`config.mk`:
```
export PLATFORM = sky130hd
export DESIGN_NAME = replay_fifo
export DESIGN_NICKNAME = d
export VERILOG_FILES = /design/src/logic/dcache_pkg.sv /design/src/logic/replay_fifo.sv
export VERILOG_INCLUDE_DIRS = /design/src /design/src/logic
export SDC_FILE = /design/constraint.sdc
export NUM_CORES = 1
export LEC_CHECK = 0
export ABC_CLOCK_PERIOD_IN_PS = 12190
export BUFFER_PORTS_ARGS = -buffer_cell sky130_fd_sc_hd__buf_2
export CAP_MARGIN = 20
export CORE_MARGIN = 2
export CORE_UTILIZATION = 60
export DETAILED_ROUTE_END_ITERATION = 10
export PLACE_DENSITY = 0.79
export SYNTH_ARGS = -nofsm -noshare
export SYNTH_HDL_FRONTEND = slang
export SYNTH_SLANG_ARGS = --single-unit
```
`constraint.sdc`:
```
create_clock -name clk_i -period 12.19 [get_ports clk_i]
set_clock_uncertainty 0.1 [all_clocks]
set_input_delay 2.438 -clock clk_i [delete_from_list [all_inputs] [get_ports clk_i]]
set_output_delay 2.438 -clock clk_i [all_outputs]
set_load 0.05 [all_outputs]
```
`src/logic/dcache_macros.svh`:
```
//////////////////////////////
// Widths of data, address and
// page offset fields, cache sets
// and replay FIFO depth
//////////////////////////////

`ifndef DCACHE_MACROS_SVH
`define DCACHE_MACROS_SVH

`define DWORD_WIDTH       64
`define PADDR_WIDTH       32
`define PAGE_OFFSET_WIDTH 12
`define PTAG_WIDTH        20
`define INDEX_WIDTH       9
`define OFFSET_WIDTH      3
`define REPLAY_ELS        8

`endif

```
`src/logic/dcache_pkg.sv`:
```
//////////////////////////////
// Processor side types
// Cache opcode and cache packet
//////////////////////////////

`include "dcache_macros.svh"

package dcache_pkg;

   // Load or store of one dword
   typedef enum logic
   {
      DCACHE_OP_LD = 1'b0,
      DCACHE_OP_SD = 1'b1
   } dcache_op_e;

   // One operation as it enters the replay FIFO
   typedef struct packed
   {
      dcache_op_e                     opcode;
      logic [`PAGE_OFFSET_WIDTH-1:0]  page_offset;
      logic [`DWORD_WIDTH-1:0]        data;
   } dcache_pkt_s;

endpackage

```
`src/logic/replay_fifo.sv`:
```
//////////////////////////////
// Replay FIFO with write, issue
// and retire pointers, rollback
//////////////////////////////

`timescale 1ns/1ps
`include "dcache_macros.svh"

module replay_fifo
   import dcache_pkg::*;
(
   input  logic                    clk_i,
   input  logic                    rst_n_i,

   input  dcache_pkt_s             pkt_i,
   input  logic [`PTAG_WIDTH-1:0]  ptag_i,
   input  logic                    v_i,
   output logic                    ready_o,

   output dcache_pkt_s             pkt_o,
   output logic [`PTAG_WIDTH-1:0]  ptag_o,
   output logic                    issue_o,
   input  logic                    issue_ready_i,

   input  logic                    retire_i,
   input  logic                    roll_i
);

   // Extra wrap bit tells full from empty
   localparam int PTR_W = $clog2(`REPLAY_ELS) + 1;

   dcache_pkt_s              pkt_mem  [`REPLAY_ELS];
   logic [`PTAG_WIDTH-1:0]   ptag_mem [`REPLAY_ELS];

   logic [PTR_W-1:0] wr_ptr;
   logic [PTR_W-1:0] iss_ptr;
   logic [PTR_W-1:0] ret_ptr;
   logic [PTR_W-1:0] used;
   logic             enq;

   assign used    = wr_ptr - ret_ptr;
   assign ready_o = (used != PTR_W'(`REPLAY_ELS));
   assign enq     = v_i & ready_o;

   // Rollback wins over issue
   assign issue_o = (iss_ptr != wr_ptr) & issue_ready_i & ~roll_i;
   assign pkt_o   = pkt_mem[iss_ptr[PTR_W-2:0]];
   assign ptag_o  = ptag_mem[iss_ptr[PTR_W-2:0]];

   always_ff @(posedge clk_i or negedge rst_n_i)
   begin
      if (!rst_n_i)
      begin
         wr_ptr  <= '0;
         iss_ptr <= '0;
         ret_ptr <= '0;
      end
      else
      begin
         if (enq)
            wr_ptr <= wr_ptr + 1'b1;
         if (roll_i)
            iss_ptr <= ret_ptr;
         else if (issue_o)
            iss_ptr <= iss_ptr + 1'b1;
         if (retire_i)
            ret_ptr <= ret_ptr + 1'b1;
      end
   end

   always_ff @(posedge clk_i)
   begin
      if (enq)
      begin
         pkt_mem[wr_ptr[PTR_W-2:0]]  <= pkt_i;
         ptag_mem[wr_ptr[PTR_W-2:0]] <= ptag_i;
      end
   end

endmodule

```
**After elaboration in Yosys (flattened, before gate mapping)**

Memory sizes are Yosys's and may differ from the RTL's.
Index checks and enable logic that the tools add are counted.

- Output and inout bits: 99
- Word-level logic and storage cells: 20
- Memory bits (writable): 776
- Memories kept: 2
- Input port bits: 103
- Register bits after elaboration: 12

- $add $sub $neg: 4
- Mux-type cells: 4
- Reduce and logical (&&, ||, !) cells: 1
- Eq/ne operators: 2
- Bitwise gates (word level): 4

Memories:

| name | depth | bits a word | rd ports | clocked after Yosys merged registers in | write ports | RTL line | RTL |
|---|---|---|---|---|---|---|---|
| pkt_mem | 8 | 77 | 1 | 0 | 1 | replay_fifo.sv:32 | `` dcache_pkt_s pkt_mem [`REPLAY_ELS]; `` |
| ptag_mem | 8 | 20 | 1 | 0 | 1 | replay_fifo.sv:33 | `` logic [`PTAG_WIDTH-1:0] ptag_mem [`REPLAY_ELS]; `` |

Operators by type and width:

| cell | number |
|---|---|
| $add 4x1->4 const B | 3 |
| $mux 4 | 2 |
| $ne 4x4->1 | 1 |
| $ne 4x4->1 const B | 1 |
| $sub 4x4->4 | 1 |
| $and 1x1->1 | 3 |
| $mux 1 | 2 |
| $reduce_bool 2->1 | 1 |
| $not 1->1 | 1 |

**Depth between registers and ports, before layout**

Gate-level depths: netlist (run 1).

- Depth in word-level cells: 5
- Gate-level depth with buffers: 7
- Mapped depth without buffers: 7

**Worst setup path after synthesis (run 1)**

No wires, ideal clock.

- Path type: in2reg
- From: input v_i
- To: memory pkt_mem[7][0] (netlist name) (enable)
- Library setup time: 0.676 ns
- Slack: 2.151 ns
- Data required time: 11.414 ns
- Arrival: 9.263 ns
- Path buffers: 0
- Stages: 2
- Path through: o41ai_1 -> nor3_1

- Word-level cells in the longest chain between the ends: 3

Ends and longest elaborated chain:

| item | RTL line | RTL |
|---|---|---|
| start, declared | replay_fifo.sv:17 | `input logic v_i,` |
| $and 1x1->1 | replay_fifo.sv:43 | `assign enq = v_i & ready_o;` |
| $mux 1 | replay_fifo.sv:73 | `if (enq)` |
| $mux 1 (implied by the code) | replay_fifo.sv:75 | `pkt_mem[wr_ptr[PTR_W-2:0]] <= pkt_i;` |
| end, declared | replay_fifo.sv:32 |  |

Every way passes these cells.

==> flow_results.org, run 1 <==
** Status
- Result of the run :: completed

** Power and ir drop
- Total power density per cell area :: 270 mW/mm^2
- Leak pwr :: 11.1 nW
- Maximum resistive drop on vdd :: 0.000218 V

** Timing
- For the pin with the worst max-slew slack, the measured transition is 1.06 ns.
- Measured against its own limit, the worst slew margin works out to 29.5%.
- Worst hold slack across all endpoints :: 0.433 ns
- Share of the clock period used by the worst path after layout :: 55.0%
- Static timing analysis puts the maximum clock frequency at 0.149 GHz.
- Time the worst path needs with I/O delays and setup :: 6.70 ns
- Max-slew violations :: 0
- In the final timing run, aggregate negative setup slack is 0 ns.
- RSZ-0062 raised after global routing :: no
- The number of hold violations in the final report is 0.
- Final setup violation count :: 0

** Worst setup path
- Critical Path AT :: 4.17 ns
- Along the worst path, the maximum fanout reaches 43.
- Category of the worst setup path capture point :: primary output
- The startpoint identified for the worst register-to-register timing path is wr_ptr[2]$_DFFE_PN0P_.
- Worst Path Required :: 9.65 ns
- Setup CP Type :: reg -> out
- In this run the worst setup path begins at iss_ptr[0]$_DFFE_PN0P_.
- Type of origin of the critical path :: register

** Synth
- Number of cells produced by synthesis :: 1,202
- Sequential-to-total area share from yosys stat :: 79.2%
- After synthesis the netlist holds a flip-flop and latch count of 788.
- The average instance in the mapped netlist occupies 24.8 sq um.
- Netlist area before placement :: 0.0298 sq mm
- The number of nets handed over by synthesis was 1,311.
- Netlist cell types :: 29
- Syn. warnings :: 0

** Floorplanning
- Number of I/O pins :: 202
- For this configuration, the core starts out at a cell density of 60.9%.
- Core region area :: 0.0490 sq mm
- The die is 227 um wide.
- Area enclosed by the die boundary :: 0.0515 sq mm
- The floorplan step set the die height to 227 um.
- The initialized floorplan defines 81 standard-cell rows.

** GRT
- The number of global-route vias before repair came to 13,699.
- The initial antenna violation count was 13.
- First-pass GRT wire length :: 84.2 mm
- Pin count of the biggest net entering global routing :: 70
- Overflow left after global routing :: 0
- Total track usage :: 22.5%

** CTS
- After clock tree synthesis, the setup repair step added 0 buffers.
- TritonCTS built the clock tree.
- Maximum clock insertion buffer count :: 3
- The clock drives 788 sinks.
- Clock-pin slew on the worst setup and hold paths :: 0.06 ns
- CTS root buf :: clkbuf_16
- CTS H-Tree Depth :: 3
- For the worst-skew pair, the clock arrives at the later sink with an insertion delay of 0.60 ns.
- Number of CTS-inserted buffers :: 77
- CTS hold repair buffers :: 0
- Count of instances resized after the clock tree is built :: 0

** Finish
- Share of final-layout standard cells stronger than drive strength 1 :: 42.3%
- In the layout the commonest cells are edfxtp_1, buf_2, mux4_2.
- Area growth from synthesis to final layout :: 14.0%
- Leaving out fill and tap cells, the most frequent cell in the layout is edfxtp_1.
- The net count of the finished layout is 1,559.
- The finished layout holds 2,180 standard cells, fillers aside.

** Run
- Across the run, the number of max-cap violations was 0.

** Placement
- The wire-length estimate of the detail-placed layout is 29.9 mm.
- GP Congestion :: 0.721
- Port buffering added 201 buffers.
- Instance count after placement with tap cells included :: 2,035

** Worst hold path
- In this run the most critical hold path is launched from ret_ptr[2]$_DFFE_PN0P_.
- The path class of the tightest hold or removal check is reg -> reg.

** Route
- After detailed routing, the average wire length per cell comes to 25.9 um.
- The first routing iteration left 1,105 violations.
- For this run, the detailed router's first-pass iteration total came to 4.
- The detailed router placed 13,298 vias in this run.
- After detailed routing, the number of remaining DRC violations is 0.
- Vias/cell :: 6.10
- Wires add up to 56.5 mm.
- DRT antenna net count :: 0
[sequential cells by signal, indices dropped and copies added (netlist names)]
signal    flops
iss_ptr       4
pkt_mem     616
ptag_mem    160
ret_ptr       4
wr_ptr        4
[Yosys cell counts]
| cell type | instances | area, sq um |
|---|---|---|
| inv_1 | 4 | 15.0 |
| nand4_1 | 1 | 6.26 |
| nor2b_1 | 1 | 6.26 |
| buf_4 | 10 | 75.1 |
| dfrtp_1 | 12 | 300 |
| nand2b_1 | 2 | 12.5 |
| o41ai_4 | 1 | 27.5 |
| o41ai_1 | 1 | 8.76 |
| a21oi_1 | 2 | 10.0 |
| or4_4 | 1 | 11.3 |
| and3_1 | 2 | 12.5 |
| nor3_1 | 3 | 15.0 |
| nor2_1 | 7 | 26.3 |
| mux2i_1 | 1 | 10.0 |
| nand3_1 | 3 | 15.0 |
| nand3b_1 | 1 | 7.51 |
| edfxtp_1 | 776 | 23300 |
| buf_6 | 3 | 33.8 |
| nor2_2 | 1 | 6.26 |
| buf_2 | 14 | 70.1 |
| clkbuf_1 | 22 | 82.6 |
| xor2_1 | 10 | 87.6 |
| mux4_2 | 194 | 4370 |
| nand2_1 | 9 | 33.8 |
| buf_1 | 8 | 30.0 |
| o21ai_0 | 4 | 20.0 |
| xnor2_1 | 4 | 35.0 |
| mux2_2 | 99 | 1110 |
| ha_1 | 6 | 75.1 |
[logic make-up (layout without fill, tap and decap cells)]
kind of cell,count (synthesis),in the layout,synth area share (%)
AND/OR/NAND/NOR,31,31,0.512
buffers and inverters,61,370,1.03
flip-flops,788,788,79.2
adder cells (fa/ha/maj),6,6,0.252
AO/OA/AOI/OAI,8,8,0.222
other,0,5,0
XOR/XNOR,14,14,0.411
multiplexers,294,294,18.4
[report_power, final]
part / switching (mW) / internal, mW
Sequential: 0.229 / 3.47
Combinational: 2.09 / 1.16
Clock: 0.941 / 1.29
Total: 3.26 / 5.91
[critical path: stages, from the launching register on]
cell and delay, ns:
dfrtp_4 0.98, buf_4 0.60, buf_4 0.76, mux4_2 0.61, mux2_2 0.31, buf_2 0.22
[layer usage]
metal / vias up / GRT usage [%] / wire, um
met2: 465 / 34.6 / 27400
met4: 20 / 6.14 / 1160
li1: 5640 / - / -
met3: 115 / 5.68 / 3960
met5: - / 0 / 128
met1: 7058 / 33.0 / 23900
[through the flow]
stage	worst slack [ns]	util [%]	total power [mW]	instance area (sq um)
CTS	5.29	69.5	9.27	34000
global placement	6.02	64.6	6.97	31600
detailed placement	5.98	64.6	7.03	31600
finish	5.49	69.5	9.17	34000
floorplan	2.15	-	6.30	29800
global route	5.14	69.5	9.53	34000
[layout make-up]
| type | instances | area (sq um) |
|---|---|---|
| Tap cell | 664 | 831 |
| Clock inverter | 42 | 312 |
| Clock buffer | 98 | 2070 |
| Timing Repair Buffer | 226 | 1190 |
| Inverter | 4 | 15.0 |
| Antenna cell | 5 | 12.5 |
| Multi-Input combinational cell | 353 | 5960 |
| Sequential cell | 788 | 23600 |
| Fill cell | 2878 | 14900 |
[final timing paths]
path | end | slack, ns | depth (start not counted)
max | pkt_o[53] | 5.49 | 5
min | ret_ptr[2]$_DFFE_PN0P_ | 0.43 | 1
max reg2reg | ptag_mem[3][7]$_DFFE_PP_ | 7.87 | 8
min reg2reg | ret_ptr[2]$_DFFE_PN0P_ | 0.43 | 1
max in group asynchronous | iss_ptr[2]$_DFFE_PN0P_ | 10.14 | 1
min in group asynchronous | iss_ptr[1]$_DFFE_PN0P_ | 1.60 | 1
Note: power is estimated with default switching activity, not from simulation.
==> run 2, diff against run 1 <==
Settings changed: ABC_AREA set to 1, ABC_CLOCK_PERIOD_IN_PS 12190 to 6750.
Clock period 12.19 ns to 6.75 ns, I/O delays scaled along.
==> run 2 against run 1 <==
Register-to-register slack got worse by 4.7 ns. Non-clock buffer count increased by 7. Synthesized cell count increased by 75%. Total power grew 84%. Final cell count is 38% higher. Largest cell class unchanged. Global-route usage is 2.2 points higher. Final area up 1.9%. Sequential share of layout area down 1.3 points. Die area increased by 3.5%. Sequential power rose by 77%.
==> flow_results.org, run 2 <==
** Finish
- Leading cell type in the layout, fill and taps excluded :: edfxtp_1
- The area growth from synthesis to layout is 12.2%.
- Commonest non-fill, non-tap cells in the layout :: edfxtp_1, nand2_1, buf_2
- Number of nets in the final layout :: 2,387 (+53%)
- Share of final-layout standard cells stronger than drive strength 1 :: 14.8% (-28 points)
- The utilization after layout is 67.9% (-1.6 points).
- The count of non-filler cells in the finished layout is 3,014 (+38%).
- Flip-flop count of the largest register after layout :: 616 (unchanged)
- Number of inserted filler cells in the final layout :: 3,365 (+17%)

** GRT
- The largest net degree at the start of global routing was 170 (+140%).
- First-pass GRT wire length :: 101 mm (+20%)
- Antenna violations before repair :: 14 (+1)
- Total track usage :: 24.7% (+2.2 points)
- The number of global-route vias before repair is 18,139 (+32%).
- Overflow left after global routing :: 0 (unchanged)

** Power and ir drop
- The power density over the cells was 486 mW/mm^2 (+80%).
- The power consumption is 16.9 mW (+84%).
- Maximum resistive drop on vdd :: 0.000380 V (+74%)
- The leakage dissipation was 12.3 nW (+11%).

** Route
- The number of detailed-routing iterations run before antenna repair was 5 (+1).
- DRT antenna net count :: 0 (unchanged)
- Vias/cell :: 5.99 (-1.8%)
- Via count :: 18,051 (+36%)
- The DRC violation count after routing was 0 (unchanged).
- The initial detailed-routing violation count was 1,849 (+67%).
- The wire length per cell after detailed routing came to 21.8 um (-16%).
- The wire length after detailed routing was 65.6 mm (+16%).

** Worst setup path
- Largest stage delay, worst path :: 0.66 ns (-0.32 ns)
- The slowest stage of the critical path is the buf_4 cell.
- The total buffers and inverters traversed by the critical path was 3 (unchanged).
- Setup CP Type :: reg -> out
- Family with the most delay on the worst path :: buffers and inverters
- The arrival time at the worst endpoint came to 3.36 ns (-0.81 ns).
- The worst setup path is captured at a primary output.
- The worst setup path is launched from a register.
- The critical-path maximum fanout is 47 (+9.3%).
- Cell breakdown of the critical path :: buf_4 -> buf_4 -> xor2_1 -> nor2_1 -> nand2_1 -> nand2_1 -> nor2_1 -> buf_2
- The required arrival time at the worst endpoint was 5.30 ns (-4.35 ns).

** Timing
- Timing would allow up to 0.208 GHz.
- Of the available clock period, the critical path in the final layout requires 71.3%.
- The number of hold violations in the final report is 0 (unchanged).
- Final TNS setup :: 0 ns (unchanged)
- The max-slew violation count is 0 (unchanged).
- Final setup violation count :: 0 (unchanged)
- Transition time of the tightest slew-check pin :: 1.07 ns (+0.00808 ns)
- The worst path in the final design needs a cycle of 4.81 ns, including I/O delays and setup.
- Setup repair after global routing left no endpoint under its margin.
- Setup ws final :: 1.94 ns (-3.55 ns)
- The worst-case headroom to the max-slew limit was 29.0% (-0.54 points).

** Synth
- The number of synthesized flops with an enable pin was 776 (unchanged).
- The number of distinct library cells after synthesis is 25 (-14%).
- The part of the Yosys area used for sequential elements is 76.4% (-2.7 points).
- Most repeated cell in the gate-level netlist after synthesis :: edfxtp_1
- Ys async rst share :: 1.52% (unchanged)
- The average cell area after synthesis came to 14.7 sq um (-41%).
- The synthesized instance count was 2,101 (+75%).
- The share of Yosys cell area claimed by the top area cell type came to 75.4% (-2.7 points).
- By count the netlist is led by edfxtp_1, nand2_1, nor2_1.
- The number of warnings printed during yosys synthesis is 0 (unchanged).
- The net count of the mapped netlist came to 2,210 (+69%).
- Main area contributors after synthesis :: edfxtp_1, mux2i_1, nand2_1
- Area leader, netlist :: edfxtp_1
- The post-synthesis cell area came to 0.0309 sq mm (+3.6%).
- The flip-flop and latch count after synthesis is 788 (unchanged).
- Among all flip-flop cells after synthesis, the most frequent one is edfxtp_1.

** CTS
- The number of setup buffers added after CTS was 0 (unchanged).
- The number of buffers on the longest clock path is 3 (unchanged).
- Count of instances resized after the clock tree is built :: 0 (unchanged)
- Number of CTS-inserted buffers :: 75 (-2.6%)
- The number of clock sinks is 788 (unchanged).
- TritonCTS built the clock tree.
- CTS hold repair buffers :: 0 (unchanged)
- CTS H-Tree Depth :: 3 (unchanged)
- The tree is rooted in a clkbuf_16.
- The clock latency of the later-clocked register in the worst-skew pair came to 0.60 ns (about the same).
- The clock slew at the register clock pins of the worst setup and hold paths is 0.06 ns (about the same).

** Placement
- The placed wire-length estimate is 33.1 mm (+11%).
- Instance count after placement with tap cells included :: 2,880 (+42%)
- GP Congestion :: 0.771 (+6.8%)
- The worst setup slack before clock tree synthesis was 2.56 ns (-3.42 ns).
- The number of input and output port buffers inserted was 201 (unchanged).

** Floorplanning
- The floorplan core area came to 0.0511 sq mm (+4.4%).
- The die area was 0.0533 sq mm (+3.5%).
- Starting utilization of the core area :: 60.5% (-0.46 points)
- The overall die width was 231 um (+1.7%).
- The height of the die came to 231 um (+1.7%).
- Rows :: 83 (+2.5%)
- The I/O pin count is 202 (unchanged).

** Status
- Result of the run :: completed

** Worst hold path
- Worst Hold Class :: reg -> reg

** Run
- The max-cap violation count is 0 (unchanged).
run 2: cell count changes after synthesis, moves of 8 or more:
cell      delta
nand2_1    +321
nor2_1     +200
mux4_2     -194
o22ai_1    +194
mux2i_1    +193
o21ai_0    +191
mux2_2      -99
clkbuf_1    +27
buf_2       +23
buf_6       +17
nand3_1     +15
inv_1       +10
buf_1        +8
run 2: logic make-up after synthesis:
| logic type | Yosys count | share of synthesized area (%) |
|---|---|---|
| muxes | 194 | 6.29 |
| DFF | 788 | 76.4 |
| and+or+nand+nor | 557 | 6.86 |
| AOI/OAI and AO/OA | 394 | 7.17 |
| xor gates and xnor gates | 11 | 0.312 |
| adders and majority gates | 6 | 0.243 |
| buffers and inverters | 151 | 2.73 |
run 2: final timing paths:
kind	slack, ns	cells after the start	from	to
setup / recovery	1.94	8	iss_ptr[2]$_DFFE_PN0P_	issue_o
hold / removal	0.46	2	wr_ptr[3]$_DFFE_PN0P_	wr_ptr[3]$_DFFE_PN0P_
hold reg to reg	0.46	2	wr_ptr[3]$_DFFE_PN0P_	wr_ptr[3]$_DFFE_PN0P_
min in group asynchronous	0.54	1	rst_n_i	wr_ptr[0]$_DFFE_PN0P_
setup reg to reg	3.14	9	wr_ptr[2]$_DFFE_PN0P_	ptag_mem[3][8]$_DFFE_PP_
max in group asynchronous	5.72	1	rst_n_i	iss_ptr[2]$_DFFE_PN0P_
run 2: report_power, final:
part | switching [mW] | internal [mW] | total [mW] | leakage [nW]
registers | 0.345 | 6.21 | 6.56 | 7.19
logic | 4.74 | 1.60 | 6.34 | 3.99
clock network | 1.69 | 2.27 | 3.96 | 1.12
total | 6.77 | 10.1 | 16.9 | 12.3
run 2: area by class of cell:
type | count | area [sq um] | area share [%]
antenna | 7 | 17.5 | 0.0505
tap | 680 | 851 | 2.45
multi-input combinational | 1162 | 6510 | 18.8
sequential | 788 | 23600 | 68.1
inverter | 18 | 75.1 | 0.217
clock inverter | 34 | 259 | 0.747
clock buffer | 92 | 2030 | 5.84
timing repair buffer | 233 | 1320 | 3.80
run 2: tightest hold or removal path, delay by kind of cell (launching register included):
family,cells,cell delay [ns]
flops,1,0.40
simple gates,2,0.12
run 2: per-layer routing:
layer	up-vias	GRT usage (%)	part of all wire, %
met4	16	8.65	2.1
met5	-	0	0.16
met2	698	41.0	49
met3	128	4.95	7.3
li1	8229	-	-
met1	8980	32.9	41
run 2: per-stage QoR:
stage / cell area, sq um / hold WS [ns]
2_1_floorplan: 30900 / 0.403
6_report: 34700 / 0.463
4_1_cts: 34600 / 0.464
3_5_place_dp: 32300 / 0.447
5_1_grt: 34700 / 0.488
3_3_place_gp: 32300 / 0.440
