--- src/logic/dcache_macros.svh ---
//////////////////////////////
// Widths of data, address and
// page offset fields, cache sets
// and replay FIFO depth
//////////////////////////////

`ifndef DCACHE_MACROS_SVH
`define DCACHE_MACROS_SVH

`define DWORD_WIDTH       64
`define PADDR_WIDTH       32
`define PAGE_OFFSET_WIDTH 12
`define PTAG_WIDTH        20
`define INDEX_WIDTH       9
`define OFFSET_WIDTH      3
`define REPLAY_ELS        8

`endif

--- src/logic/mem_pkg.sv ---
//////////////////////////////
// Memory side types
// Opcode, address union, header
//////////////////////////////

`include "dcache_macros.svh"

package mem_pkg;

   typedef enum logic
   {
      MEM_OP_RD = 1'b0,
      MEM_OP_WR = 1'b1
   } mem_op_e;

   typedef struct packed
   {
      logic [`PTAG_WIDTH-1:0]   ptag;
      logic [`INDEX_WIDTH-1:0]  index;
      logic [`OFFSET_WIDTH-1:0] offset;
   } mem_paddr_fields_s;

   // Built as fields by the engine, read raw by the memory
   typedef union packed
   {
      logic [`PADDR_WIDTH-1:0] raw;
      mem_paddr_fields_s       fields;
   } mem_paddr_u;

   typedef struct packed
   {
      mem_op_e    op;
      mem_paddr_u addr;
   } mem_header_s;

endpackage

--- src/logic/miss_engine.sv ---
//////////////////////////////
// Memory command and response
// sequencing for fills and stores
//////////////////////////////

`timescale 1ns/1ps
`include "dcache_macros.svh"

module miss_engine
   import mem_pkg::*;
(
   input  logic                     clk_i,
   input  logic                     rst_n_i,

   input  logic                     miss_v_i,
   input  mem_paddr_u               miss_paddr_i,
   input  logic                     store_v_i,
   input  mem_paddr_u               store_paddr_i,
   input  logic [`DWORD_WIDTH-1:0]  store_data_i,
   output logic                     busy_o,
   output logic                     fill_v_o,
   output logic [`DWORD_WIDTH-1:0]  fill_data_o,

   output mem_header_s              mem_cmd_header_o,
   output logic [`DWORD_WIDTH-1:0]  mem_cmd_data_o,
   output logic                     mem_cmd_v_o,
   input  logic                     mem_cmd_ready_and_i,

   input  mem_header_s              mem_resp_header_i,
   input  logic [`DWORD_WIDTH-1:0]  mem_resp_data_i,
   input  logic                     mem_resp_v_i,
   output logic                     mem_resp_ready_and_o
);

   typedef enum logic [1:0] {ST_IDLE, ST_CMD, ST_RESP} state_e;

   state_e state_r;
   logic   req_v;

   assign req_v = (state_r == ST_IDLE) & (miss_v_i | store_v_i);

   assign busy_o               = (state_r != ST_IDLE);
   assign mem_cmd_v_o          = (state_r == ST_CMD);
   assign mem_resp_ready_and_o = (state_r == ST_RESP);

   // Write responses carry nothing back to the cache
   assign fill_v_o    = mem_resp_ready_and_o & mem_resp_v_i
                      & (mem_resp_header_i.op == MEM_OP_RD);
   assign fill_data_o = mem_resp_data_i;

   always_ff @(posedge clk_i or negedge rst_n_i)
   begin
      if (!rst_n_i)
         state_r <= ST_IDLE;
      else
      begin
         case (state_r)
            ST_IDLE: if (req_v) state_r <= ST_CMD;
            ST_CMD:  if (mem_cmd_ready_and_i) state_r <= ST_RESP;
            ST_RESP: if (mem_resp_v_i) state_r <= ST_IDLE;
            default: state_r <= ST_IDLE;
         endcase
      end
   end

   // Held until the command is taken
   always_ff @(posedge clk_i)
   begin
      if (req_v)
      begin
         mem_cmd_header_o.op   <= miss_v_i ? MEM_OP_RD : MEM_OP_WR;
         mem_cmd_header_o.addr <= miss_v_i ? miss_paddr_i : store_paddr_i;
         mem_cmd_data_o        <= miss_v_i ? '0 : store_data_i;
      end
   end

endmodule

--- config.mk ---
export PLATFORM = sky130hd
export DESIGN_NAME = miss_engine
export DESIGN_NICKNAME = d
export VERILOG_FILES = /design/src/logic/mem_pkg.sv /design/src/logic/miss_engine.sv
export VERILOG_INCLUDE_DIRS = /design/src /design/src/logic
export SDC_FILE = /design/constraint.sdc
export NUM_CORES = 1
export LEC_CHECK = 0
export ABC_AREA = 1
export BUFFER_PORTS_ARGS = -buffer_cell sky130_fd_sc_hd__buf_2
export CAP_MARGIN = 20
export CORE_AREA = 2 2 154 156
export CTS_CLUSTER_DIAMETER = 40
export DETAILED_ROUTE_END_ITERATION = 16
export DIE_AREA = 0 0 156 158
export GPL_TIMING_DRIVEN = 0
export SLEW_MARGIN = 10
export SYNTH_ARGS = -nofsm -noshare
export SYNTH_HDL_FRONTEND = slang
export SYNTH_SLANG_ARGS = --single-unit
--- constraint.sdc ---
create_clock -name clk_i -period 4 [get_ports clk_i]
set_input_delay 0.8 -clock clk_i [delete_from_list [all_inputs] [get_ports clk_i]]
set_output_delay 0.8 -clock clk_i [all_outputs]
set_load 0.005 [all_outputs]
# [After elaboration in Yosys (flattened, before gate mapping)]
# Cells that the tools add are included.
[classes] muxes=6 n_eq_ne=5 bitwise_logic=5 n_reduce_logical=3
[op_table] operator="2-to-1 mux 32 bit" n=1
[op_table] operator="2-to-1 mux 2 bit" n=3
[op_table] operator="case mux 2 bit (3 select lines)" n=1
[op_table] operator="inequality test 2 bit (second input constant)" n=2
[op_table] operator="bitwise AND 1 bit" n=3
[op_table] operator="AND reduction 3 bit" n=1
[op_table] operator="== test 2 x 1 -> 1 bit (second input constant)" n=1
[op_table] operator="== test 2 bit (second input constant)" n=1
[op_table] operator="zero test 2 bit" n=1
[op_table] operator="inequality test 2 x 1 -> 1 bit (second input constant)" n=1
[op_table] operator="nonzero test 2 bit" n=1
[op_table] operator="2-to-1 mux 1 bit" n=1
[op_table] operator="inverter 1 bit" n=1
[op_table] operator="OR 1 bit" n=1
[word_totals] elab_cells=23 in_bits=231 regBits=99 output_inout_bits=165

# [Depth between registers and ports, before layout]
# Gate-level depths: netlist of run 1.
[logic_depth] depth_word=4 ltp_mapped=5 ltp_nobuf=4

# [Least setup slack after synthesis of run 1]
# No wires, ideal clock.
[synth_path] path_kind="input port to flip-flop" start="input miss_v_i" end="register mem_cmd_data_o[0] (enable)" arrival_time_ns=2.943 stages=5 n_path_buf=1 setup_time_ns=0.451 required_time_ns=3.549 setup_slack_ns=0.606 cell_sequence="buf_6 > inv_2 > nand2_1 > nand2_1 > inv_1"
[synth_via] elab_chain_cells=2
[synth_rtl] item="from (decl)" line="miss_engine.sv:15" text="input logic miss_v_i,"
[synth_rtl] item="OR 1 bit" line="miss_engine.sv:40" text="assign req_v = (state_r == ST_IDLE) & (miss_v_i | store_v_i);"
[synth_rtl] item="bitwise AND 1 bit" line="miss_engine.sv:40"
[synth_rtl] item="net req_v" line="miss_engine.sv:38" text="logic req_v;"
[synth_rtl] item="to (signal assigned)" line="miss_engine.sv:73" text="mem_cmd_data_o <= miss_v_i ? '0 : store_data_i;"
[synth_rtl] item="to (decl)" line="miss_engine.sv:25" text="output logic [`DWORD_WIDTH-1:0] mem_cmd_data_o,"
# The timed path passes the listed nets, and every way through them passes these cells.
# A chain may end at the register's enable or synchronous reset.

# [Worst setup path in the final report of run 1]
[layout_path] start="input mem_resp_header_i[32] (netlist bit)" end="output fill_v_o"
[layout_via] elab_chain_cells=2
[layout_rtl] item="from (decl)" line="miss_engine.sv:29" text="input mem_header_s mem_resp_header_i,"
[layout_rtl] item="inverter 1 bit" line="miss_engine.sv:48" text="& (mem_resp_header_i.op == MEM_OP_RD);"
[layout_rtl] item="bitwise AND 1 bit" line="miss_engine.sv:48"
[layout_rtl] item="to (decl)" line="miss_engine.sv:21" text="output logic fill_v_o,"
# No other way between the ends.

==> summary.md, run 1 <==
| Metric | Value |
|---|---|
| Die ar. | 0.02465 mm^2 |
| Starting Density | 0.1945 |
| Vias in the first global route | 3585 |
| CP Capture Type | output port |
| Max-Slew Margin vs Limit | 0.6638 |
| Final Hold Fails | 0 |
| Fin util | 0.2888 |
| Fin Hold WS | 215.2 ps |
| CTS resizes | 0 |
| Kind of critical path | in -> out |
| Arr. time, crit path | 1200 ps |
| Sink Count | 99 |
| Syn nets | 653 |
| Mapped Cells | 422 |
| Detailed Place HPWL | 11.18 mm |
| IO Port Bufs | 298 |
| Post-route clock period utilization | 0.4996 |
| # setup viols final | 0 |
| CP startpoint kind | input port |
| Fin crit period | 1998 ps |
| First-pass GRT wire length | 19.28 mm |
| Drt first pass iters | 4 |
| CTS Root Buffer Type | clkbuf_16 |
| Cts-stage hold buffer count | 0 |
| Setup TNS | 0 ps |
| Area grow syn2layout | 48.47% |
| Total Routing Usage GR | 0.1064 |
| DRC violations left | 0 |
| VDD IR max | 0.2220 mV |
| Initial antenna violation count | 2 |
| Pre-CTS WS | 1604 ps |
| Die X-Extent | 156 um |
| Met2 Use GR | 0.2046 |
| Critical Path Start | mem_resp_header_i[32] |
| Reg-to-reg slack, setup | 2170 ps |
| Post-CTS setup buffer count | 0 |
| Crit-path max FO | 1 |
| Die height | 158 um |
| Worst-path clk slew | 80 ps |
| Layer with the highest usage | met2 |
| Drt first-iter violations | 135 |
| Max Cap Violations | 0 |
| Drt wl/cell | 13.75 um |
| Core area | 0.02305 mm^2 |
| Met3 GRT Util | 0.03121 |
| FF+latch area | 0.002963 mm^2 |
| Pin count of the biggest net entering global routing | 66 |
| Antenna-violating nets left | 0 |
| CTS H-Tree Depth | 3 |
| Clk_lat worst skew | 350 ps |
| Worst Skew | 20.08 ps |
| Worst flop-to-flop path startpoint | state_r[1]$_DFFE_PN0P_ |
| Synthesized cell area | 0.004484 mm^2 |
| Overall power | 3.396 mW |
| Status | finished clean |
| GRT overflow | 0 |
| Worst path required time | 3200 ps |
| Lkg Pwr | 3.508 nW |
| Share of cells above drive strength 1 | 0.5326 |
| #FFs+latches synth | 99 |
| Final Max Tran Viols | 0 |
| Worst reg-to-reg path cell count | 4 |
| Syn Area/Cell | 10.63 um^2 |
| Max Clk Rate | 0.5004 GHz |
| Reg2Reg Capture Point | mem_cmd_data_o[49]$_SDFFCE_PP0P_ |
| # fillers | 2446 |
| TritonCTS Buffers | 9 |
| Hold Crit Class | in -> async |
| Num rows | 56 |
| P per Cell Area | 510.1 mW/mm^2 |
| GP Congestion | 0.8495 |
| Synth Warn # | 0 |
| TritonCTS clock tree | built |
| Routed vias/inst | 3.685 |
| Routed vias | 3788 |
| Worst setup margin | 2002 ps |
| Met1 capacity usage during global routing | 0.1075 |
| Synth unique cells | 11 |
| Final-stage net count | 963 |
| Slew at the pin closest to its max-slew limit | 504.4 ps |
| IO Count | 396 |
| CTS max path bufs | 2 |
| RSZ-0062 raised after global routing | no |
| Critical Path End | fill_v_o |
| Post-synthesis sequential area ratio | 0.6607 |
| Routed wire length | 14.13 mm |
| Multi-input logic area | 651.9 um^2 |
flip-flops by register name, indices dropped and copies added (netlist names):
name              count
mem_cmd_data_o       64
state_r               2
mem_cmd_header_o     33
cells in the final DEF (no fill, tap or decap), drive strengths merged:
cell / synthesis / final
buf: 78 / 377
nand2: 102 / 102
edfxtp: 97 / 97
inv: 73 / 73
nor2: 67 / 67
clkbuf: 0 / 10
clkinv: 0 / 3
diode: 0 / 2
nand3: 2 / 2
dfrtp: 2 / 2
nand3b: 1 / 1
clkinvlp: 0 / 1
bufinv: 0 / 1
power by group:
group / internal, mW / switching (mW)
clock: 0.481 / 0.388
combinational: 0.375 / 0.499
sequential: 1.57 / 0.0844
total: 2.43 / 0.971
per-stage QoR:
stage | cell area, um^2 | std cells
floorplan | 4484 | 422
global placement | 6339 | 1010
detailed placement | 6369 | 1011
CTS | 6653 | 1026
global route | 6658 | 1028
finish | 6658 | 1028
cell type report:
cell class                 count  share of cell area
inverter                      73             0.04153
clock buffer                  10             0.03439
antenna                        2           0.0007517
tap                          290             0.05450
sequential                    99              0.4450
clock inverter                 5            0.008269
multi-input combinational    172             0.09791
buffer                        78             0.08946
timing repair buffer         299              0.2282
worst max-delay path: stages:
cell and delay [ps]:
buf_2 100, inv_1 40, nand2_1 50, nor2_1 90, buf_2 120
cells in the mapped netlist:
library cell / number / share of area
buf_2: 5 / 0.0056
buf_4: 67 / 0.11
buf_6: 6 / 0.015
dfrtp_1: 2 / 0.011
edfxtp_1: 97 / 0.65
inv_1: 72 / 0.060
inv_2: 1 / 0.00084
nand2_1: 102 / 0.085
nand3_1: 2 / 0.0022
nand3b_1: 1 / 0.0017
nor2_1: 67 / 0.056
worst min path at each step:
| stage | to | slack (ps) | cells past startpoint |
|---|---|---|---|
| 3_5_place_dp | state_r[0]$_DFFE_PN0P_ | 550 | 2 |
| 4_1_cts | state_r[1]$_DFFE_PN0P_ | 190 | 1 |
| 6_report | state_r[1]$_DFFE_PN0P_ | 220 | 1 |
| 2_1_floorplan | state_r[0]$_DFFE_PN0P_ | 500 | 0 |
| 5_1_grt | state_r[1]$_DFFE_PN0P_ | 190 | 1 |
| 3_3_place_gp | state_r[0]$_DFFE_PN0P_ | 540 | 2 |
cells by family after synthesis:
| kind of cell | count (synthesis) | share of synthesized area |
|---|---|---|
| simple gates | 172 | 0.1454 |
| buf+inv | 151 | 0.1939 |
| flops | 99 | 0.6607 |
routing by layer:
| layer | vias up | routed length [um] |
|---|---|---|
| li1 | 1844 | - |
| met1 | 1701 | 4932 |
| met2 | 227 | 7701 |
| met3 | 16 | 1192 |
| met4 | 0 | 308 |
| met5 | - | 0 |
Power figures use the tool's default switching activity.
==> run 2, diff against run 1 <==
--- a/config.mk
+++ b/config.mk
@@ -6,13 +6,13 @@
 export SDC_FILE = /design/constraint.sdc
 export NUM_CORES = 1
 export LEC_CHECK = 0
-export ABC_AREA = 1
+export ABC_AREA = 0
 export BUFFER_PORTS_ARGS = -buffer_cell sky130_fd_sc_hd__buf_2
 export CAP_MARGIN = 20
-export CORE_AREA = 2 2 154 156
+export CORE_AREA = 2 2 153 155
 export CTS_CLUSTER_DIAMETER = 40
 export DETAILED_ROUTE_END_ITERATION = 16
-export DIE_AREA = 0 0 156 158
+export DIE_AREA = 0 0 155 157
 export GPL_TIMING_DRIVEN = 0
 export SLEW_MARGIN = 10
 export SYNTH_ARGS = -nofsm -noshare
==> constraint.sdc (replaced) <==
create_clock -name clk_i -period 1.8 [get_ports clk_i]
set_input_delay 0.36 -clock clk_i [delete_from_list [all_inputs] [get_ports clk_i]]
set_output_delay 0.36 -clock clk_i [all_outputs]
set_load 0.005 [all_outputs]
==> summary.md, run 2 <==
| Metric | Value |
|---|---|
| Reg-to-reg slack, setup | 100 ps (-2070 ps) |
| Arr. time, crit path | 1750 ps (+550 ps) |
| Ys async rst share | 0.02020 (unchanged) |
| Hold path startpoint | mem_cmd_ready_and_i |
| Max reg flops | 64 (unchanged) |
| Die ar. | 0.02434 mm^2 (-1.3%) |
| Status | finished clean |
| Starting Density | 0.1995 (+0.004971) |
| Routed wire length | 13.70 mm (-3.0%) |
| CP Buf/Inv Count | 2 (-1) |
| Sequential share of power | 0.454 (-0.033) |
| Lkg Pwr | 3.152 nW (-10%) |
| Final Hold Fails | 0 (unchanged) |
| Antenna-violating nets left | 0 (unchanged) |
| Num rows | 55 (-1.8%) |
| Initial antenna violation count | 1 (-1) |
| Post-route clock period utilization | 0.9467 |
| Synthesized cell area | 0.004489 mm^2 (+0.11%) |
| Worst reg-to-reg path cell count | 4 (unchanged) |
| Worst setup margin | 95.88 ps (-1906 ps) |
| Routed vias | 3283 (-13%) |
| DRC violations left | 0 (unchanged) |
| Syn Area/Cell | 15.98 um^2 (+50%) |
| Critical Path Start | state_r[0]$_DFFE_PN0P_ |
| TritonCTS Buffers | 9 (unchanged) |
| Drt wl/cell | 15.45 um (+12%) |
| CTS max path bufs | 2 (unchanged) |
| CP startpoint kind | register |
| Ranking of synthesized cells by area | edfxtp_1 (65%), buf_4 (11%), mux2_4 (11%) |
| Multi-input logic area | 967.2 um^2 (+48%) |
| Area grow syn2layout | 51.48% |
| Yosys top cell area share | 0.6488 (-0.0007241) |
| Final-stage net count | 827 (-14%) |
| Max Clk Rate | 0.5868 GHz |
| Vias in the first global route | 3204 (-11%) |
| CP Capture Type | register |
| CTS Root Buffer Type | clkbuf_16 |
| Worst path required time | 1840 ps (-1360 ps) |
| IO Port Bufs | 298 (unchanged) |
| Switching power of the nets | 2.123 mW (+120%) |
| Fin crit period | 1704 ps |
| IO Count | 396 (unchanged) |
| Most frequent cells after synthesis | edfxtp_1 (97), nor2b_1 (66), buf_4 (64), mux2_4 (32), buf_6 (6) |
| Max Cap Violations | 0 (unchanged) |
| Sw Share | 0.2680 (-0.01784) |
| Max-Slew Margin vs Limit | 0.6726 (+0.008801) |
| Die height | 157 um (-0.63%) |
| Comb power frac | 0.260 (+0.003) |
| CP top delay family | simple AND/OR/NAND/NOR gates |
| Synth Warn # | 0 (unchanged) |
| Die X-Extent | 155 um (-0.64%) |
| # setup viols final | 0 (unchanged) |
| Min-Delay Path Depth | 2 |
| #FFs+latches synth | 99 (unchanged) |
| Yosys top cell by area | edfxtp_1 |
| Final Max Tran Viols | 0 (unchanged) |
| Cell Count, Final, Fillers Out | 887 (-14%) |
| Worst flop-to-flop path startpoint | state_r[0]$_DFFE_PN0P_ |
| Routed vias/inst | 3.701 (+0.45%) |
| CTS H-Tree Depth | 3 (unchanged) |
| Clock power share | 0.286 (+0.030) |
| Pre-CTS WS | -367.5 ps (-1971 ps) |
| Most frequent cells in the layout | buf_2 (302), edfxtp_1 (97), nor2b_1 (65), buf_4 (65), mux2_4 (32) |
| Post-synth top flop | edfxtp_1 |
| TritonCTS clock tree | built |
| Drt first-iter violations | 131 (-3.0%) |
| Crit-path max FO | 31 (+30) |
| Syn nets | 512 (-22%) |
| GRT overflow | 0 (unchanged) |
| Reg2Reg Capture Point | mem_cmd_data_o[31]$_SDFFCE_PP0P_ |
| Worst Skew | 6.475 ps (-13.61 ps) |
| Synth unique cells | 14 (+3) |
| Clk_lat worst skew | 340 ps (about the same) |
| Post-synthesis sequential area ratio | 0.6600 (-0.0007366) |
| Internal | 5.799 mW (+140%) |
| Core area | 0.02250 mm^2 (-2.4%) |
| Share of cells above drive strength 1 | 0.7171 (+0.1845) |
| FF+latch area | 0.002963 mm^2 (unchanged) |
| Dpl cells | 867 (-14%) |
| Regs by FF count | mem_cmd_data_o: 64 flops, mem_cmd_header_o: 33 flops, state_r: 2 flops |
| CP max stage cell | dfrtp_1 |
| Critical-path cell list | or2_4, nor2_4, buf_12, buf_16 |
| Hold Crit Endpoint | state_r[0]$_DFFE_PN0P_ |
| GP Congestion | 0.9654 (+14%) |
| RSZ-0062 raised after global routing | no |
| # fillers | 2305 (-5.8%) |
| Slew at the pin closest to its max-slew limit | 490.6 ps (-13.73 ps) |
| EDFF count, synth | 97 (unchanged) |
| Kind of critical path | reg -> reg |
| Sink Count | 99 (unchanged) |
| Worst-path clk slew | 70 ps (about the same) |
| Largest Register | mem_cmd_data_o |
| Pin count of the biggest net entering global routing | 32 (-52%) |
| Mapped Cells | 281 (-33%) |
| Commonest non-fill, non-tap cell in the layout | buf_2 |
| Most frequent cell after synthesis | edfxtp_1 |
| First-pass GRT wire length | 18.85 mm (-2.2%) |
| Detailed Place HPWL | 10.89 mm (-2.6%) |
| Hold Crit Class | in -> reg |
| P per Cell Area | 1165 mW/mm^2 (+130%) |
| VDD IR max | 0.5868 mV (+160%) |
| Drt first pass iters | 4 (unchanged) |
| Total Routing Usage GR | 0.1057 (-0.0007658) |
| Biggest cell delay along the critical path | 450 ps (+330 ps) |
## run 2: area by class of cell
cell class	instances	share of cell area
Inverter	2	0.001104
Sequential cell	99	0.4357
Antenna cell	1	0.0003680
Clock inverter	6	0.01638
Timing Repair Buffer	303	0.2329
Buffer	75	0.08519
Multi-Input combinational cell	106	0.1422
Tap cell	285	0.05244
Clock buffer	10	0.03367
## run 2: worst max path at each step
stage	end	slack, ps	depth (start not counted)
floorplan	mem_cmd_data_o[0]$_SDFFCE_PP0P_	-710	2
global placement	mem_cmd_header_o[17]$_DFFE_PP_	-1470	4
detailed placement	mem_cmd_header_o[23]$_DFFE_PP_	-370	6
CTS	fill_v_o	70	3
global route	mem_cmd_header_o[17]$_DFFE_PP_	4	4
finish	mem_cmd_data_o[31]$_SDFFCE_PP0P_	100	4
## run 2: metrics by stage
step	hold WS, ps	TNS, ps	utilization	instance area [um^2]	power [mW]
2_1_floorplan	64.41	-68830	-	4508	4.454
3_3_place_gp	146.4	-140220	0.2825	6356	5.543
3_5_place_dp	146.0	-15650	0.2855	6424	5.686
4_1_cts	211.1	0	0.3016	6788	8.020
5_1_grt	214.6	0	0.3022	6800	8.324
6_report	227.6	0	0.3022	6800	7.921
## run 2: worst register-to-register path: cells and delay by family, from the launching register on
family / cells / cell delay [ps]
buffers and inverters: 2 / 470
DFF: 1 / 450
and+or+nand+nor: 2 / 480
## run 2: timing repair
action,CTS,global route
hold buffers,1,0
endpoints found under the hold margin,2,0
buffers inserted,1,0
pin swaps,1,0
gates resized for setup,0,2
setup endpoints to repair,59,1
cloned,1,0
## run 2: cells by family (layout without fill, tap and decap cells)
kind of cell           after synthesis  in the layout  share of synthesized area
DFF                                 99             99                     0.6600
AOI/OAI and AO/OA                    2              2                   0.004738
other                                0              1                          0
muxes                               32             32                     0.1070
and+or+nand+nor                     71             72                    0.09894
buffers and inverters               77            396                     0.1293
## run 2: power by group through the flow
stage / clock, mW / combinational (mW) / sequential [mW]
after global placement: 0 / 1.86 / 3.69
after detailed placement: 0 / 2.03 / 3.65
after floorplan: 0 / 0.673 / 3.78
final: 2.27 / 2.06 / 3.59
after CTS: 2.32 / 2.10 / 3.60
after global routing: 2.42 / 2.24 / 3.66
## run 2: metal layers
layer	wire length, um	part of all wire	vias up	global-route usage
met4	613	0.045	0	0.05996
li1	-	-	1540	-
met3	986	0.072	17	0.02643
met1	4900	0.36	1506	0.1079
met2	7204	0.53	220	0.1966
met5	0	0	-	0
